`config.mk`:
```
export PLATFORM = sky130hd
export DESIGN_NAME = operand_buffer
export DESIGN_NICKNAME = d
export VERILOG_FILES = /design/src/common/mm_pkg.sv /design/src/logic/operand_buffer.sv
export SDC_FILE = /design/constraint.sdc
export NUM_CORES = 1
export LEC_CHECK = 0
export BUFFER_PORTS_ARGS = -buffer_cell sky130_fd_sc_hd__clkbuf_2
export CAP_MARGIN = 20
export CORE_MARGIN = 4
export CORE_UTILIZATION = 40
export DETAILED_ROUTE_END_ITERATION = 16
export PLACE_DENSITY = 0.62
export SKIP_LAST_GASP = 1
export SLEW_MARGIN = 15
export SYNTH_ARGS = -nofsm -noshare
export SYNTH_HDL_FRONTEND = slang
export SYNTH_SLANG_ARGS = --single-unit
```
`constraint.sdc`:
```
create_clock -name clk -period 19.6 [get_ports clk]
set_clock_uncertainty 0.1 [all_clocks]
set_input_delay 3.92 -clock clk [delete_from_list [all_inputs] [get_ports clk]]
set_output_delay 3.92 -clock clk [all_outputs]
set_load 0.05 [all_outputs]
```
`src/common/mm_pkg.sv`:
```
//////////////////////////////////////////////////////////////////////
// matrix-multiply accelerator shared definitions
// sizes, element and accumulator types, AXI field codes, FSM codes
//////////////////////////////////////////////////////////////////////
`default_nettype none

package mm_pkg;

    // element and matrix geometry
    localparam int DW     = 32;
    localparam int SA_N   = 4;
    localparam int ACC_W  = 2 * DW + 1;
    localparam int BUF_AW = 2;
    localparam int BUF_DW = SA_N * DW;

    // AXI3 field widths
    localparam int ADDR_W = 32;
    localparam int ID_W   = 4;
    localparam int LEN_W  = 4;

    // burst shape, 16 beats of 4 bytes
    localparam int BURST_LEN = 16;
    localparam logic [LEN_W-1:0] AXI_LEN = LEN_W'(BURST_LEN - 1);
    localparam logic [2:0] AXI_SIZE = 3'd2;
    localparam logic [1:0] AXI_INCR = 2'd1;

    // read ids, A on 0 and B on 1
    localparam logic [ID_W-1:0] ID_A = ID_W'(0);
    localparam logic [ID_W-1:0] ID_B = ID_W'(1);

    // dma FSM encoding
    localparam int ST_W = 3;
    localparam logic [ST_W-1:0] ST_IDLE    = 3'd0;
    localparam logic [ST_W-1:0] ST_ADDR_A  = 3'd1;
    localparam logic [ST_W-1:0] ST_ADDR_B  = 3'd2;
    localparam logic [ST_W-1:0] ST_LOAD    = 3'd3;
    localparam logic [ST_W-1:0] ST_WAIT_MM = 3'd4;
    localparam logic [ST_W-1:0] ST_ADDR_C  = 3'd5;
    localparam logic [ST_W-1:0] ST_WRITE_C = 3'd6;

    typedef logic signed [DW-1:0] elem_t;

    // element 0 in the top bits, beats shift in from the bottom
    typedef elem_t [0:SA_N-1] buf_word_t;

    typedef logic signed [ACC_W-1:0] acc_t;

    // row then column
    typedef acc_t [0:SA_N-1][0:SA_N-1] acc_matrix_t;

endpackage

`default_nettype wire

```
`src/logic/operand_buffer.sv`:
```
//////////////////////////////////////////////////////////////////////
// operand buffer, four 128-bit words
// synchronous write, registered read
//////////////////////////////////////////////////////////////////////
`timescale 1ns/1ps
`default_nettype none

module operand_buffer
    import mm_pkg::*;
(
    input  logic              clk,
    input  logic              wren_i,
    input  logic [BUF_AW-1:0] waddr_i,
    input  buf_word_t         wdata_i,
    input  logic [BUF_AW-1:0] raddr_i,
    output buf_word_t         rdata_o
);

    // one word per column of A or row of B
    buf_word_t mem_q [SA_N];

    always_ff @(posedge clk) begin
        if (wren_i)
            mem_q[waddr_i] <= wdata_i;
    end

    // data one cycle after the address
    always_ff @(posedge clk) begin
        rdata_o <= mem_q[raddr_i];
    end

endmodule

`default_nettype wire

```
==> results of run 1 <==
==> cell type report <==
cell class | instances | area share (%)
Sequential cell | 640 | 70.6
Multi-Input combinational cell | 132 | 11.5
Clock buffer | 91 | 7.49
Timing Repair Buffer | 272 | 5.66
Tap cell | 688 | 3.39
Clock inverter | 30 | 1.23
Antenna cell | 4 | 0.0394
==> worst paths after layout <==
check                                     to  slack [ps]  depth (start not counted)
worst max-delay path             rdata_o[63]       14010                          3
worst min register to register   rdata_o[51]         450                          1
worst max register to register  rdata_o[120]       18520                          1
worst min-delay path             rdata_o[51]         450                          1
==> cell families after synthesis <==
| logic type | Yosys count | share of synthesized area (%) |
|---|---|---|
| multiplexers | 128 | 13.6 |
| flip-flops | 640 | 84.7 |
| AND/OR/NAND/NOR | 4 | 0.148 |
| buffers and inverters | 28 | 1.48 |
==> state kept, by name (all words and copies together) (netlist names) <==
register  cells
rdata_o     128
mem_q       512
==> cells in the final DEF (no fill, tap or decap) <==
cell                         instances
sky130_fd_sc_hd__edfxtp_1          512
sky130_fd_sc_hd__clkbuf_2          259
sky130_fd_sc_hd__mux4_2            128
sky130_fd_sc_hd__dfxtp_1           128
sky130_fd_sc_hd__clkbuf_16          71
sky130_fd_sc_hd__clkinv_2           15
sky130_fd_sc_hd__clkbuf_1           15
sky130_fd_sc_hd__buf_4               9
sky130_fd_sc_hd__bufinv_16           6
sky130_fd_sc_hd__clkbuf_8            5
sky130_fd_sc_hd__diode_2             4
sky130_fd_sc_hd__clkinv_1            4
sky130_fd_sc_hd__inv_6               3
sky130_fd_sc_hd__and3b_4             2
sky130_fd_sc_hd__clkinvlp_4          2
sky130_fd_sc_hd__and3_4              1
sky130_fd_sc_hd__nor3b_2             1
sky130_fd_sc_hd__buf_8               1
sky130_fd_sc_hd__buf_6               1
sky130_fd_sc_hd__buf_16              1
sky130_fd_sc_hd__buf_12              1
==> stage by stage <==
step / hold WS [ps] / utilization (%) / std cells / setup WS [ps] / total power [mW]
6_report: 446 / 48.4 / 1857 / 14010 / 3.05
5_1_grt: 456 / 48.4 / 1853 / 13760 / 3.17
4_1_cts: 447 / 48.4 / 1853 / 13900 / 3.10
3_5_place_dp: 439 / 44.2 / 1732 / 13300 / 1.83
3_3_place_gp: 434 / 44.1 / 1731 / 13300 / 1.83
2_1_floorplan: 432 / - / 800 / 5480 / 1.76
==> routing by layer <==
layer / part of all wire [%] / vias up / global-route usage [%]
li1: - / 3987 / -
met1: 42 / 4831 / 19.0
met2: 49 / 258 / 22.3
met3: 6.8 / 69 / 4.15
met4: 2.1 / 6 / 4.71
met5: 0.085 / - / 0
==> power by group <==
group	switching (mW)	leakage [nW]	internal (mW)
sequential	0.0225	5.78	1.55
combinational	0.159	1.99	0.0668
clock	0.490	1.09	0.761
==> parameters.txt, run 1 <==
Parameter                              Value

Finish
  Multi-input logic area    about 2900 µm²
  Summed area of non-filler cells in the final layout    about 25,000 µm²
  Layout cell share with drive strength beyond 1    a little over two fifths
  Reg area    around 18,000 µm²
  Area added between synthesis and finish    20.0%
  Layout net count    1,247
  # fillers    ~4,300

Timing
  Slew margin rel.    roughly 34%
  Fin Setup TNS    0 ps
  Period utilisation layout    28.5%
  Achievable frequency    roughly 180 MHz
  Unrepaired setup endpoints after global routing    no
  Number of setup violations in the final report    0
  Min Tclk post-route    ~5600 ps
  Number of pins exceeding their max-slew limit in the final report    0
  Transition at the pin with the smallest max-transition slack    about 1000 ps
  Number of hold violations in the final report    0

Setup path
  First element of the critical path    raddr_i[0]
  Highest net fanout along the worst path    slightly below 70
  Category of the most critical setup path    in -> reg
  Critical Path Start Type    input pin
  Data required time at the worst endpoint    about 20,000 ps
  Family with the most delay on the worst path    buffers and inverters
  Slowest cell on the critical path    sky130_fd_sc_hd__buf_4
  Arrival time worst endpoint    ~5900 ps
  Crit Reg-Reg Startpoint    mem_q[3][120]
  Crit end category    flip-flop
  Highest cell delay on the worst timing path    around 690 ps
  Count of buffer and inverter cells on the critical path    2
  Critical-path cell list    buf_8, buf_4, mux4_2

Floorplanning
  Standard cell core area    52,400 µm²
  Number of placement rows    84
  I/O pin total    roughly 260
  Area of the die    56,700 µm²
  Die Y-Extent    about 240 µm
  Starting density of the core    40.4%
  Die Width    roughly 240 µm

Yosys
  Mean instance size in the synthesized netlist    26.5 µm²
  Most repeated cell in the gate-level netlist after synthesis    sky130_fd_sc_hd__edfxtp_1
  Top flip-flop cell by instance count after synthesis    sky130_fd_sc_hd__edfxtp_1
  Cell area after technology mapping    between 20,000 and 25,000 µm²
  Asr flop ratio synth    0%
  Post-synth EDFFs    roughly 500
  Share of the synthesized area in the top cell type    slightly above 70%
  Unique masters post-synth    10
  Synthesized instance count    800
  Leading cell types by total area after synthesis    sky130_fd_sc_hd__edfxtp_1 (73%), sky130_fd_sc_hd__mux4_2 (14%), sky130_fd_sc_hd__dfxtp_1 (12%)
  Cell type contributing the most total cell area after synthesis    sky130_fd_sc_hd__edfxtp_1
  Synth warnings    0
  Post-synth net total    roughly 930
  Sequential cell area fraction in the yosys report    84.7%
  Yosys reg bits    640
  Most frequent cells after synthesis    sky130_fd_sc_hd__edfxtp_1 (512), sky130_fd_sc_hd__dfxtp_1 (128), sky130_fd_sc_hd__mux4_2 (128), sky130_fd_sc_hd__buf_2 (13), sky130_fd_sc_hd__buf_12 (10)

GRT
  Maximum number of pins on one net before global-route repair    around 130
  First-pass GRT wire length    roughly 60,000 µm
  Via count of the first global-routing pass    9,720
  Global router's overall resource usage    around 14%
  Initial antenna violation count    6
  Overall overflow remaining after global route    0

Placement
  Cell area after placement    approximately 23,000 µm²
  DPL Wire Length    23,100 µm
  Routability congestion estimate    between 0.6 and 0.7
  Count of port buffers added during placement    around 260

Power and ir drop
  Total power divided by cell area    ~120 nW/µm²
  Leakage dissipation    approximately 9 nW
  Peak supply drop    between 0.07 and 0.08 mV

Outcome
  Outcome    complete, no violations

Clock network
  Clk pin slew, worst setup/hold paths    about 60 ps
  Clock latency on the worst-skew pair    between 500 and 600 ps
  Clock sinks    640
  H-tree depth    3
  Post-CTS Repair Setup Buffers    0
  Post_cts resized    0
  Quantity of hold-fixing buffers added after cts    0
  CTS Root Buffer Type    sky130_fd_sc_hd__clkbuf_16
  CTS tree    done
  Max Root-Sink Buffers    3
  Number of buffers created by CTS    67

Route
  ANT nets after route    0
  Residual DRC count    0
  Vias/cell    approximately 4.9
  Total Wirelength    39,800 µm
  WL per Instance    21.4 µm
  First-pass iteration count of the detailed router    4
  Vias after detailed routing    a little over 9,000
  Number of DRC violations after detailed-routing iteration 0    between 400 and 500

Run
  Max_cap viols    0

Hold path
  Start point of the worst min-delay path    mem_q[0][51]
  Type of the tightest min-delay check    reg -> reg
No activity file was read; power rests on OpenSTA's default activity.
==> inputs of run 2 (changes only) <==
- PLACE_DENSITY: 0.62 -> 0.64
- clock period: 19.6 -> 4.9 ns (I/O delays scaled with it)
==> parameters.txt, run 2 (synthesis gave the netlist of run 1 again) <==
Parameter                              Value

Outcome
  Outcome    complete, no violations

Floorplanning
  Number of placement rows    84 (unchanged)
  Area of the die    56,700 µm² (unchanged)
  Standard cell core area    52,400 µm² (unchanged)
  Die Y-Extent    238 µm (unchanged)
  I/O pin total    262 (unchanged)
  Starting density of the core    40.4% (unchanged)
  Die Width    238 µm (unchanged)

Setup path
  First element of the critical path    rdata_o[15]
  Crit Reg-Reg Startpoint    mem_q[2][67]
  Total stage count of the critical path    1 (-2)
  Count of buffer and inverter cells on the critical path    1 (-1)
  Family with the most delay on the worst path    flip-flops
  Highest net fanout along the worst path    1 (-99%)
  Highest cell delay on the worst timing path    370 ps (-320 ps)
  Arrival time worst endpoint    1250 ps (-4670 ps)
  Crit end category    primary output
  Critical-path cell list    clkbuf_2
  Critical Path Start Type    flip-flop
  Number of cell instances on the worst register-to-register path    1 (unchanged)
  Worst flop-to-flop path endpoint    rdata_o[67]
  Slowest cell on the critical path    sky130_fd_sc_hd__dfxtp_1
  Reg2Reg Setup Slack    3790 ps (-14,730 ps)
  Category of the most critical setup path    reg -> out
  Data required time at the worst endpoint    3820 ps (-16,110 ps)

Clock network
  Post_cts resized    0 (unchanged)
  Clk pin slew, worst setup/hold paths    60 ps (about the same)
  CTS Root Buffer Type    sky130_fd_sc_hd__clkbuf_16
  H-tree depth    3 (unchanged)
  Number of buffers created by CTS    67 (unchanged)
  Post-CTS Repair Setup Buffers    0 (unchanged)
  CTS tree    done
  Quantity of hold-fixing buffers added after cts    0 (unchanged)
  Max Root-Sink Buffers    3 (unchanged)
  Clock sinks    640 (unchanged)
  Clock latency on the worst-skew pair    580 ps (about the same)

Hold path
  Start point of the worst min-delay path    mem_q[3][103]
  Type of the tightest min-delay check    reg -> reg
  Hold worst-path end    rdata_o[103]
  Worst Hold Depth    1 (unchanged)

GRT
  Via count of the first global-routing pass    9,747 (+0.28%)
  Initial antenna violation count    6 (unchanged)
  Global router's overall resource usage    13.7% (-0.37 points)
  First-pass GRT wire length    58,400 µm (-2.6%)
  Overall overflow remaining after global route    0 (unchanged)
  Maximum number of pins on one net before global-route repair    129 (unchanged)

Timing
  Fin Setup TNS    0 ps (unchanged)
  Unrepaired setup endpoints after global routing    no
  Min Tclk post-route    2330 ps
  Period utilisation layout    between 40% and 50%
  Number of setup violations in the final report    0 (unchanged)
  Achievable frequency    430 MHz
  Number of pins exceeding their max-slew limit in the final report    0 (unchanged)
  Number of hold violations in the final report    0 (unchanged)
  Slew margin rel.    36.3% (+2.7 points)
  Transition at the pin with the smallest max-transition slack    956 ps (-40.1 ps)

Route
  WL per Instance    20.8 µm (-2.8%)
  Vias after detailed routing    9,019 (-1.4%)
  Residual DRC count    0 (unchanged)
  First-pass iteration count of the detailed router    4 (unchanged)
  Number of DRC violations after detailed-routing iteration 0    519 (+7.5%)
  Total Wirelength    38,700 µm (-2.8%)
  ANT nets after route    0 (unchanged)
  Vias/cell    4.86 (-1.4%)

Finish
  Layout cell share with drive strength beyond 1    43.3% (-0.16 points)
  Leading cell type in the layout, fill and taps excluded    sky130_fd_sc_hd__edfxtp_1
  Layout net count    1,249 (+0.16%)
  Top library cells by usage in the layout, fill and taps aside    sky130_fd_sc_hd__edfxtp_1 (512), sky130_fd_sc_hd__clkbuf_2 (259), sky130_fd_sc_hd__mux4_2 (128), sky130_fd_sc_hd__dfxtp_1 (128), sky130_fd_sc_hd__clkbuf_16 (71)
  Max FFs per register    512 (unchanged)
  Area added between synthesis and finish    20.2%
  Registers with the most flip-flops    mem_q: 512 flops, rdata_o: 128 flops
  Most flops, register    mem_q

Power and ir drop
  Total power divided by cell area    478 nW/µm² (+300%)
  Final total power    12.2 mW (+300%)
  Peak supply drop    0.336 mV (+320%)
  Leakage dissipation    8.88 nW (+0.17%)

Placement
  Count of port buffers added during placement    261 (unchanged)
  Routability congestion estimate    0.701 (+0.70%)
  DPL Wire Length    21,900 µm (-5.1%)

Run
  Max_cap viols    0 (unchanged)
==> run 2: per-stage QoR <==
| stage | instances | setup WS (ps) | hold slack (ps) | area, µm² | util (%) |
|---|---|---|---|---|---|
| finish | 1857 | 2570 | 439 | 25400 | 48.5 |
| CTS | 1855 | 2470 | 439 | 25400 | 48.5 |
| global placement | 1734 | 2080 | 433 | 23200 | 44.3 |
| floorplan | 800 | 119 | 432 | 21200 | - |
| global route | 1855 | 2490 | 454 | 25400 | 48.5 |
| detailed placement | 1734 | 2050 | 440 | 23200 | 44.3 |
==> run 2: cell type report <==
type	instances	area (µm²)
clock inverter	25	256
multi-input combinational	132	2940
antenna	2	5.00
tap	688	861
fill	4242	27000
clock buffer	96	1950
sequential	640	17900
timing repair buffer	274	1500
==> run 2: how the worst max path moves through the flow <==
stage                    to  slack, ps
2_1_floorplan   mem_q[0][0]        120
3_3_place_gp     rdata_o[3]       2080
3_5_place_dp   rdata_o[116]       2050
4_1_cts         rdata_o[15]       2470
5_1_grt         rdata_o[15]       2490
6_report        rdata_o[15]       2570
==> run 2: routing by layer <==
layer	vias to the layer above	track usage, %	share of wire [%]	wire (µm)
met5	-	0	0.21	83
met4	10	4.19	2.3	883
met3	82	4.58	7.1	2730
met2	254	22.2	49	18800
met1	4675	17.8	42	16200
li1	3998	-	-	-
==> run 2: power by group <==
part	leakage, nW	total, mW	switching (mW)	internal (mW)
Sequential	5.78	6.29	0.0895	6.20
Clock	1.08	4.98	1.94	3.03
Combinational	2.01	0.903	0.631	0.272
