[config.mk]
export PLATFORM = sky130hd
export DESIGN_NAME = dma_engine_flat
export DESIGN_NICKNAME = d
export VERILOG_FILES = /design/src/common/mm_pkg.sv /design/src/common/axi_rd_if.sv /design/src/common/axi_wr_if.sv /design/src/dma/dma_engine.sv /design/src/flat_wrapper.sv
export SDC_FILE = /design/constraint.sdc
export NUM_CORES = 1
export LEC_CHECK = 0
export BUFFER_PORTS_ARGS = -buffer_cell sky130_fd_sc_hd__buf_4
export CAP_MARGIN = 10
export CORE_AREA = 8 8 554 556
export DETAILED_ROUTE_END_ITERATION = 8
export DIE_AREA = 0 0 562 564
export PLACE_DENSITY = 0.3
export SETUP_SLACK_MARGIN = 0.4
export SLEW_MARGIN = 20
export SYNTH_ARGS = -nofsm -noshare
export SYNTH_HDL_FRONTEND = slang
export SYNTH_SLANG_ARGS = --single-unit
[constraint.sdc]
create_clock -name clk -period 14.3 [get_ports clk]
set_input_delay 2.145 -clock clk [delete_from_list [all_inputs] [get_ports clk]]
set_output_delay 2.145 -clock clk [all_outputs]
set_load 0.05 [all_outputs]
[src/common/mm_pkg.sv]
//////////////////////////////////////////////////////////////////////
// matrix-multiply accelerator shared definitions
// sizes, element and accumulator types, AXI field codes, FSM codes
//////////////////////////////////////////////////////////////////////
`default_nettype none

package mm_pkg;

    // element and matrix geometry
    localparam int DW     = 32;
    localparam int SA_N   = 4;
    localparam int ACC_W  = 2 * DW + 1;
    localparam int BUF_AW = 2;
    localparam int BUF_DW = SA_N * DW;

    // AXI3 field widths
    localparam int ADDR_W = 32;
    localparam int ID_W   = 4;
    localparam int LEN_W  = 4;

    // burst shape, 16 beats of 4 bytes
    localparam int BURST_LEN = 16;
    localparam logic [LEN_W-1:0] AXI_LEN = LEN_W'(BURST_LEN - 1);
    localparam logic [2:0] AXI_SIZE = 3'd2;
    localparam logic [1:0] AXI_INCR = 2'd1;

    // read ids, A on 0 and B on 1
    localparam logic [ID_W-1:0] ID_A = ID_W'(0);
    localparam logic [ID_W-1:0] ID_B = ID_W'(1);

    // dma FSM encoding
    localparam int ST_W = 3;
    localparam logic [ST_W-1:0] ST_IDLE    = 3'd0;
    localparam logic [ST_W-1:0] ST_ADDR_A  = 3'd1;
    localparam logic [ST_W-1:0] ST_ADDR_B  = 3'd2;
    localparam logic [ST_W-1:0] ST_LOAD    = 3'd3;
    localparam logic [ST_W-1:0] ST_WAIT_MM = 3'd4;
    localparam logic [ST_W-1:0] ST_ADDR_C  = 3'd5;
    localparam logic [ST_W-1:0] ST_WRITE_C = 3'd6;

    typedef logic signed [DW-1:0] elem_t;

    // element 0 in the top bits, beats shift in from the bottom
    typedef elem_t [0:SA_N-1] buf_word_t;

    typedef logic signed [ACC_W-1:0] acc_t;

    // row then column
    typedef acc_t [0:SA_N-1][0:SA_N-1] acc_matrix_t;

endpackage

`default_nettype wire

[src/common/axi_rd_if.sv]
//////////////////////////////////////////////////////////////////////
// AXI3 read channels, address and data
//////////////////////////////////////////////////////////////////////
`timescale 1ns/1ps
`default_nettype none

interface axi_rd_if
    import mm_pkg::*;
();

    // read address channel
    logic              arvalid;
    logic              arready;
    logic [ID_W-1:0]   arid;
    logic [ADDR_W-1:0] araddr;
    logic [LEN_W-1:0]  arlen;
    logic [2:0]        arsize;
    logic [1:0]        arburst;

    // read data channel
    logic              rvalid;
    logic              rready;
    logic [ID_W-1:0]   rid;
    logic [DW-1:0]     rdata;
    logic              rlast;

    modport master (
        output arvalid, arid, araddr, arlen, arsize, arburst, rready,
        input  arready, rvalid, rid, rdata, rlast
    );

    modport slave (
        input  arvalid, arid, araddr, arlen, arsize, arburst, rready,
        output arready, rvalid, rid, rdata, rlast
    );

endinterface

`default_nettype wire

[src/common/axi_wr_if.sv]
//////////////////////////////////////////////////////////////////////
// AXI3 write channels, address, data and response
//////////////////////////////////////////////////////////////////////
`timescale 1ns/1ps
`default_nettype none

interface axi_wr_if
    import mm_pkg::*;
();

    // write address channel
    logic              awvalid;
    logic              awready;
    logic [ID_W-1:0]   awid;
    logic [ADDR_W-1:0] awaddr;
    logic [LEN_W-1:0]  awlen;
    logic [2:0]        awsize;
    logic [1:0]        awburst;

    // write data channel
    logic              wvalid;
    logic              wready;
    logic [ID_W-1:0]   wid;
    logic [DW-1:0]     wdata;
    logic [DW/8-1:0]   wstrb;
    logic              wlast;

    // write response channel
    logic              bvalid;
    logic              bready;
    logic [ID_W-1:0]   bid;
    logic [1:0]        bresp;

    modport master (
        output awvalid, awid, awaddr, awlen, awsize, awburst,
        output wvalid, wid, wdata, wstrb, wlast, bready,
        input  awready, wready, bvalid, bid, bresp
    );

    modport slave (
        input  awvalid, awid, awaddr, awlen, awsize, awburst,
        input  wvalid, wid, wdata, wstrb, wlast, bready,
        output awready, wready, bvalid, bid, bresp
    );

endinterface

`default_nettype wire

[src/dma/dma_engine.sv]
//////////////////////////////////////////////////////////////////////
// DMA engine that reads A and B over AXI into the operand buffers,
// starts the multiply and writes C back as one 16-beat burst
//////////////////////////////////////////////////////////////////////
`timescale 1ns/1ps
`default_nettype none

module dma_engine
    import mm_pkg::*;
(
    input  logic              clk,
    input  logic              rst_n,
    input  logic [ADDR_W-1:0] mat_a_addr_i,
    input  logic [ADDR_W-1:0] mat_b_addr_i,
    input  logic [ADDR_W-1:0] mat_c_addr_i,
    input  logic              start_i,
    output logic              done_o,
    axi_rd_if.master          rd,
    axi_wr_if.master          wr,
    output logic              buf_a_wren_o,
    output logic              buf_b_wren_o,
    output logic [BUF_AW-1:0] buf_waddr_o,
    output buf_word_t         buf_wdata_o,
    output logic              mm_start_o,
    input  logic              mm_done_i,
    input  acc_matrix_t       accum_i
);

    logic [ST_W-1:0] state_q;
    logic [ST_W-1:0] state_d;

    // per-id load state with index 0 for A and 1 for B
    buf_word_t       shift_q [2];
    logic [1:0]      beat_q  [2];
    logic [2:0]      word_q  [2];

    // write-back beat with the row in the top two bits
    logic [3:0]      wbeat_q;
    logic            w_done_q;

    logic            r_fire;
    logic            r_sel;
    logic            word_end;
    buf_word_t       r_word;
    logic            w_fire;
    logic            b_fire;
    logic            load_done;

    assign r_fire    = rd.rvalid && rd.rready;
    assign r_sel     = (rd.rid == ID_B);
    assign word_end  = r_fire && (beat_q[r_sel] == 2'd3);
    // new beat enters at the bottom
    assign r_word    = {shift_q[r_sel][1:SA_N-1], rd.rdata};
    assign load_done = (word_q[0] == 3'(SA_N)) && (word_q[1] == 3'(SA_N));
    assign w_fire    = wr.wvalid && wr.wready;
    assign b_fire    = wr.bvalid && wr.bready;

    assign done_o = (state_q == ST_IDLE);

    // AR for A first and for B once A is accepted
    assign rd.arvalid = (state_q == ST_ADDR_A) || (state_q == ST_ADDR_B);
    assign rd.arid    = (state_q == ST_ADDR_B) ? ID_B : ID_A;
    assign rd.araddr  = (state_q == ST_ADDR_B) ? mat_b_addr_i : mat_a_addr_i;
    assign rd.arlen   = AXI_LEN;
    assign rd.arsize  = AXI_SIZE;
    assign rd.arburst = AXI_INCR;
    // A beats may already flow while B address waits
    assign rd.rready  = (state_q == ST_ADDR_B) || (state_q == ST_LOAD);

    // AW and W for the C burst
    assign wr.awvalid = (state_q == ST_ADDR_C);
    assign wr.awid    = '0;
    assign wr.awaddr  = mat_c_addr_i;
    assign wr.awlen   = AXI_LEN;
    assign wr.awsize  = AXI_SIZE;
    assign wr.awburst = AXI_INCR;
    assign wr.wvalid  = (state_q == ST_WRITE_C) && !w_done_q;
    assign wr.wid     = '0;
    // C keeps the low word of each accumulator in row-major order
    assign wr.wdata   = accum_i[wbeat_q[3:2]][wbeat_q[1:0]][DW-1:0];
    assign wr.wstrb   = '1;
    assign wr.wlast   = (wbeat_q == 4'(BURST_LEN - 1));
    // response only after the last beat went out
    assign wr.bready  = (state_q == ST_WRITE_C) && w_done_q;

    always_comb begin
        state_d = state_q;
        case (state_q)
            ST_IDLE:
                if (start_i)
                    state_d = ST_ADDR_A;
            ST_ADDR_A:
                if (rd.arready)
                    state_d = ST_ADDR_B;
            ST_ADDR_B:
                if (rd.arready)
                    state_d = ST_LOAD;
            ST_LOAD:
                if (load_done)
                    state_d = ST_WAIT_MM;
            ST_WAIT_MM:
                if (mm_done_i)
                    state_d = ST_ADDR_C;
            ST_ADDR_C:
                if (wr.awready)
                    state_d = ST_WRITE_C;
            ST_WRITE_C:
                if (b_fire)
                    state_d = ST_IDLE;
            default:
                state_d = ST_IDLE;
        endcase
    end

    // control state
    always_ff @(posedge clk) begin
        if (!rst_n) begin
            state_q      <= ST_IDLE;
            beat_q       <= '{default: '0};
            word_q       <= '{default: '0};
            wbeat_q      <= '0;
            w_done_q     <= 1'b0;
            buf_a_wren_o <= 1'b0;
            buf_b_wren_o <= 1'b0;
            mm_start_o   <= 1'b0;
        end else begin
            state_q      <= state_d;
            buf_a_wren_o <= word_end && !r_sel;
            buf_b_wren_o <= word_end && r_sel;
            // single pulse as the last word lands
            mm_start_o   <= (state_q == ST_LOAD) && load_done;
            if ((state_q == ST_IDLE) && start_i) begin
                beat_q   <= '{default: '0};
                word_q   <= '{default: '0};
                wbeat_q  <= '0;
                w_done_q <= 1'b0;
            end
            if (r_fire) begin
                beat_q[r_sel] <= beat_q[r_sel] + 2'd1;
            end
            if (word_end) begin
                word_q[r_sel] <= word_q[r_sel] + 3'd1;
            end
            if (w_fire) begin
                wbeat_q <= wbeat_q + 4'd1;
                if (wr.wlast)
                    w_done_q <= 1'b1;
            end
        end
    end

    // beat packing with the buffer write in the cycle after the 4th beat
    always_ff @(posedge clk) begin
        if (r_fire) begin
            shift_q[r_sel] <= r_word;
            buf_wdata_o    <= r_word;
            buf_waddr_o    <= word_q[r_sel][BUF_AW-1:0];
        end
    end

endmodule

`default_nettype wire

[src/flat_wrapper.sv]
// flat-port wrapper written by rule: the top's interface ports become plain ports
module dma_engine_flat import mm_pkg::*;
  (clk, rst_n, mat_a_addr_i, mat_b_addr_i, mat_c_addr_i, start_i, done_o, buf_a_wren_o, buf_b_wren_o, buf_waddr_o, buf_wdata_o, mm_start_o, mm_done_i, accum_i, rd_arvalid, rd_arid, rd_araddr, rd_arlen, rd_arsize, rd_arburst, rd_rready, rd_arready, rd_rvalid, rd_rid, rd_rdata, rd_rlast, wr_awvalid, wr_awid, wr_awaddr, wr_awlen, wr_awsize, wr_awburst, wr_wvalid, wr_wid, wr_wdata, wr_wstrb, wr_wlast, wr_bready, wr_awready, wr_wready, wr_bvalid, wr_bid, wr_bresp);
  axi_rd_if rd_i ();
  axi_wr_if wr_i ();
  input  logic clk;
  input  logic rst_n;
  input  logic [ADDR_W-1:0] mat_a_addr_i;
  input  logic [ADDR_W-1:0] mat_b_addr_i;
  input  logic [ADDR_W-1:0] mat_c_addr_i;
  input  logic start_i;
  output logic done_o;
  output logic buf_a_wren_o;
  output logic buf_b_wren_o;
  output logic [BUF_AW-1:0] buf_waddr_o;
  output buf_word_t buf_wdata_o;
  output logic mm_start_o;
  input  logic mm_done_i;
  input  acc_matrix_t accum_i;
  output wire logic [$bits(rd_i.arvalid)-1:0] rd_arvalid;
  output wire logic [$bits(rd_i.arid)-1:0] rd_arid;
  output wire logic [$bits(rd_i.araddr)-1:0] rd_araddr;
  output wire logic [$bits(rd_i.arlen)-1:0] rd_arlen;
  output wire logic [$bits(rd_i.arsize)-1:0] rd_arsize;
  output wire logic [$bits(rd_i.arburst)-1:0] rd_arburst;
  output wire logic [$bits(rd_i.rready)-1:0] rd_rready;
  input wire logic [$bits(rd_i.arready)-1:0] rd_arready;
  input wire logic [$bits(rd_i.rvalid)-1:0] rd_rvalid;
  input wire logic [$bits(rd_i.rid)-1:0] rd_rid;
  input wire logic [$bits(rd_i.rdata)-1:0] rd_rdata;
  input wire logic [$bits(rd_i.rlast)-1:0] rd_rlast;
  output wire logic [$bits(wr_i.awvalid)-1:0] wr_awvalid;
  output wire logic [$bits(wr_i.awid)-1:0] wr_awid;
  output wire logic [$bits(wr_i.awaddr)-1:0] wr_awaddr;
  output wire logic [$bits(wr_i.awlen)-1:0] wr_awlen;
  output wire logic [$bits(wr_i.awsize)-1:0] wr_awsize;
  output wire logic [$bits(wr_i.awburst)-1:0] wr_awburst;
  output wire logic [$bits(wr_i.wvalid)-1:0] wr_wvalid;
  output wire logic [$bits(wr_i.wid)-1:0] wr_wid;
  output wire logic [$bits(wr_i.wdata)-1:0] wr_wdata;
  output wire logic [$bits(wr_i.wstrb)-1:0] wr_wstrb;
  output wire logic [$bits(wr_i.wlast)-1:0] wr_wlast;
  output wire logic [$bits(wr_i.bready)-1:0] wr_bready;
  input wire logic [$bits(wr_i.awready)-1:0] wr_awready;
  input wire logic [$bits(wr_i.wready)-1:0] wr_wready;
  input wire logic [$bits(wr_i.bvalid)-1:0] wr_bvalid;
  input wire logic [$bits(wr_i.bid)-1:0] wr_bid;
  input wire logic [$bits(wr_i.bresp)-1:0] wr_bresp;
  assign rd_arvalid = rd_i.arvalid;
  assign rd_arid = rd_i.arid;
  assign rd_araddr = rd_i.araddr;
  assign rd_arlen = rd_i.arlen;
  assign rd_arsize = rd_i.arsize;
  assign rd_arburst = rd_i.arburst;
  assign rd_rready = rd_i.rready;
  assign rd_i.arready = rd_arready;
  assign rd_i.rvalid = rd_rvalid;
  assign rd_i.rid = rd_rid;
  assign rd_i.rdata = rd_rdata;
  assign rd_i.rlast = rd_rlast;
  assign wr_awvalid = wr_i.awvalid;
  assign wr_awid = wr_i.awid;
  assign wr_awaddr = wr_i.awaddr;
  assign wr_awlen = wr_i.awlen;
  assign wr_awsize = wr_i.awsize;
  assign wr_awburst = wr_i.awburst;
  assign wr_wvalid = wr_i.wvalid;
  assign wr_wid = wr_i.wid;
  assign wr_wdata = wr_i.wdata;
  assign wr_wstrb = wr_i.wstrb;
  assign wr_wlast = wr_i.wlast;
  assign wr_bready = wr_i.bready;
  assign wr_i.awready = wr_awready;
  assign wr_i.wready = wr_wready;
  assign wr_i.bvalid = wr_bvalid;
  assign wr_i.bid = wr_bid;
  assign wr_i.bresp = wr_bresp;
  dma_engine u_core (.clk(clk), .rst_n(rst_n), .mat_a_addr_i(mat_a_addr_i), .mat_b_addr_i(mat_b_addr_i), .mat_c_addr_i(mat_c_addr_i), .start_i(start_i), .done_o(done_o), .rd(rd_i), .wr(wr_i), .buf_a_wren_o(buf_a_wren_o), .buf_b_wren_o(buf_b_wren_o), .buf_waddr_o(buf_waddr_o), .buf_wdata_o(buf_wdata_o), .mm_start_o(mm_start_o), .mm_done_i(mm_done_i), .accum_i(accum_i));
endmodule
==> flow_summary_export.csv <==
group,metric,value,unit
sta,worst_pin_slew,978,ps
yosys,synth_edf_count,322,
pwr,max-vdd-ir-drop,0.0743,mV
placed_design,dp_hpwl,90800,um
floorplanning,die_h,564,um
yosys,syn_avg_cell_area,14.5,um^2
sta,hold_viol_final,0,
floorplanning,rows,201,
sta,slew_violations,0,
yosys,ys.flop_type,"edfxtp_1",
yosys,ys_ff_latch,343,
critical_path,crit_family,"buffers and inverters",
cts,numCtsBuffers,45,
cts,clockBufferDepth,3,
cts,clk_pin_slew,60,ps
final_layout,fill_cells,34455,
global_route,grt_antenna_before_repair,57,
critical_path,cpPeakStageDelay,660,ps
sta,setup_viol,0,
yosys,synth_cells,1154,
global_route,grt_pass1_vias,14214,
global_route,grt_overflow,0,
yosys,yosysSeqAreaShare,0.604,
critical_path,rrSetupSlack,10680,ps
global_route,grt_start_max_net_pins,99,
status,status,"completed",
critical_path,crit_arrival,4050,ps
drt,routedWlPerCell,18.5,um
global_route,grt_usage,0.0648,
yosys,async_flop_share,0,
critical_path,cp-endpoint,"wr_wdata[3]",
critical_path,reg2reg_to,"u_core.shift_q[1][94]$_DFFE_PP_",
sta,finalCritPeriodShare,0.434,
cts,cts_resized,0,
critical_path,path_buf_inv,3,
floorplanning,coreArea,298000,um^2
final_layout,final_cell_area,28800,um^2
floorplanning,die_area,317000,um^2
sta,maxSlewHeadroom,0.348,
floorplanning,initial_core_util,0.0560,
cts,cts_root_buf,"clkbuf_16",
critical_path,path_cells,"buf_4 > buf_4 > mux4_2 > o22ai_1 > a21oi_1 > buf_4",
placed_design,port_buffers,825,
critical_path,path_class,"flop to output pin",
sta,fmax,161,MHz
drt,ant_nets,0,
floorplanning,io_pins,1458,
critical_path,r2r-start,"u_core.state_q[1]$_SDFFE_PN0P_",
cts,cts_setup_buffers,0,
critical_path,slowest_stage,"dfxtp_4",
pwr,leakagePower,10.0,nW
drt,vias_per_cell,2.23,
drt,drc_errors,0,
floorplanning,die_w,562,um
sta,min_period,6200,ps
flow_run,drv_cap,0,
critical_path,worstPathMaxFanout,36,
drt,drtPass1Iterations,5,
sta,fin_setup_tns,0,ps
critical_path,crit_top_cell,"buf_4",
critical_path,worstSetupStartpoint,"u_core.wbeat_q[0]$_SDFFE_PN0P_",
sta,fin_ws,8100,ps
drt,drt_iter0_drc,842,
critical_path,cp.required,12150,ps
yosys,ys_warn_count,0,
critical_path,cp.depth,6,
yosys,ys_types,46,
cts,htreeDepth,2,
worst_hold_path,hold_class,"flop to flop",
cts,cts_tree,"built",
critical_path,crit_path_end_kind,"output pin",
critical_path,startpoint_type,"flop",
pwr,power_density,95.4,nW/um^2
final_layout,fin_nets,3128,
placed_design,preCtsSetupSlack,8220,ps
drt,vias,13262,
yosys,netlist_area,16700,um^2
yosys,synth_top_area_frac,0.579,
final_layout,area_delta_synth_final,72.5,%
sta,skew,21.5,ps
sta,rsz0062_at_grt,"no",
critical_path,reg2regPathDepth,5,
global_route,grt_pass1_wl,139000,um
cts,cts_sinks,343,
placed_design,finalWeightedCongestion,0.823,
yosys,synth_area_leaders,"edfxtp_1 58%, mux4_2 17%, nand2_1 7.0%",
cts,cts_hold_buf,0,
drt,drt_wl_total,110000,um
final_layout,post_route_cells_drive_above_1_share,0.551,
yosys,synth_area_leader_cell,"edfxtp_1",
cts,clk_latency,620,ps
final_layout,final_core_util,0.0966,
placed_design,place_area,27300,um^2
## cells by family (layout without fill, tap and decap cells)
family          count (synthesis)  count (layout)  share of synthesized area
simple gates                  367             367                     0.0907
flops                         343             343                      0.604
mux                           194             194                      0.215
fa+ha+maj                       3               3                    0.00225
other cells                     2              46                   0.000449
buf+inv                       147             934                     0.0530
compound gates                 98              98                     0.0353
## synthesized netlist by cell type, drive strengths merged, types with 3 or more instances
| master | n |
|---|---|
| nand2b | 3 |
| o21ai | 5 |
| a21oi | 38 |
| nand3 | 11 |
| nand2 | 313 |
| nor3 | 4 |
| clkbuf | 24 |
| and2 | 7 |
| edfxtp | 322 |
| buf | 118 |
| o22ai | 33 |
| mux2 | 33 |
| nor2b | 8 |
| mux2i | 33 |
| ha | 3 |
| inv | 5 |
| nor2 | 7 |
| dfxtp | 21 |
| mux4 | 128 |
| a21boi | 9 |
## cell type report
| class | instances | area (um^2) | share of cell area |
|---|---|---|---|
| repair buffers | 847 | 6370 | 0.221 |
| flip-flops and latches | 343 | 10100 | 0.351 |
| clock buffers | 52 | 1150 | 0.0400 |
| well taps | 3958 | 4950 | 0.172 |
| diodes | 13 | 32.5 | 0.00113 |
| clock inverters | 30 | 312 | 0.0108 |
| multi-input cells | 695 | 5870 | 0.204 |
| inverters | 5 | 33.8 | 0.00117 |
## through the flow
stage | power, mW | hold WS, ps | instances
finish | 2.75 | 480 | 5943
global route | 2.87 | 512 | 5938
CTS | 2.84 | 486 | 5930
detailed placement | 1.65 | 475 | 5848
global placement | 1.64 | 465 | 5848
floorplan | 1.41 | 451 | 1185
## where the power goes
part	switching [mW]	total, mW	leakage [nW]	internal [mW]
logic	0.281	0.474	6.22	0.193
registers	0.0103	1.14	3.09	1.13
clock network	0.492	1.14	0.709	0.645
total	0.783	2.75	10.0	1.97
## tightest hold or removal path, delay by kind of cell, from the launching register on
family | cells | cell delay, ps
AND/OR/NAND/NOR | 1 | 50
AO/OA/AOI/OAI | 1 | 70
flip-flops | 1 | 310
## registers in the layout, summed over array words and instances, names as in the netlist, 2 cells and up
name	count
u_core.word_q	6
u_core.state_q	3
u_core.wbeat_q	4
u_core.beat_q	4
u_core.buf_wdata_o	128
u_core.buf_waddr_o	2
u_core.shift_q	192
## routing by layer
metal | part of all wire | vias up | GRT usage
li1 | - | 5888 | -
met1 | 0.40 | 6453 | 0.0761
met2 | 0.47 | 767 | 0.105
met3 | 0.11 | 124 | 0.0316
met4 | 0.021 | 30 | 0.0178
met5 | 0.0018 | - | 0
## worst min-delay path by stage
stage | startpoint | end | cells past startpoint
final | u_core.beat_q[1]$_SDFF_PN0_ | u_core.beat_q[1]$_SDFF_PN0_ | 2
after global placement | u_core.beat_q[1]$_SDFF_PN0_ | u_core.beat_q[1]$_SDFF_PN0_ | 2
after detailed placement | u_core.beat_q[1]$_SDFF_PN0_ | u_core.beat_q[1]$_SDFF_PN0_ | 2
after CTS | u_core.beat_q[1]$_SDFF_PN0_ | u_core.beat_q[1]$_SDFF_PN0_ | 2
after global routing | u_core.beat_q[0]$_SDFF_PN0_ | u_core.beat_q[0]$_SDFF_PN0_ | 2
after floorplan | u_core.beat_q[0]$_SDFF_PN0_ | u_core.beat_q[0]$_SDFF_PN0_ | 2
## layout by cell type (no fill, tap or decap), drive strengths merged, types with 8 or more instances in the layout
| master | netlist | final |
|---|---|---|
| o22ai | 33 | 33 |
| clkinv | 0 | 17 |
| a21boi | 9 | 9 |
| a21oi | 38 | 38 |
| inv | 5 | 14 |
| edfxtp | 322 | 322 |
| diode | 0 | 13 |
| mux4 | 128 | 128 |
| nand3 | 11 | 11 |
| dfxtp | 21 | 21 |
| conb | 2 | 33 |
| mux2i | 33 | 33 |
| nor2b | 8 | 8 |
| clkbuf | 24 | 52 |
| mux2 | 33 | 33 |
| buf | 118 | 847 |
| nand2 | 313 | 313 |
No activity file was read; power rests on OpenSTA's default activity.
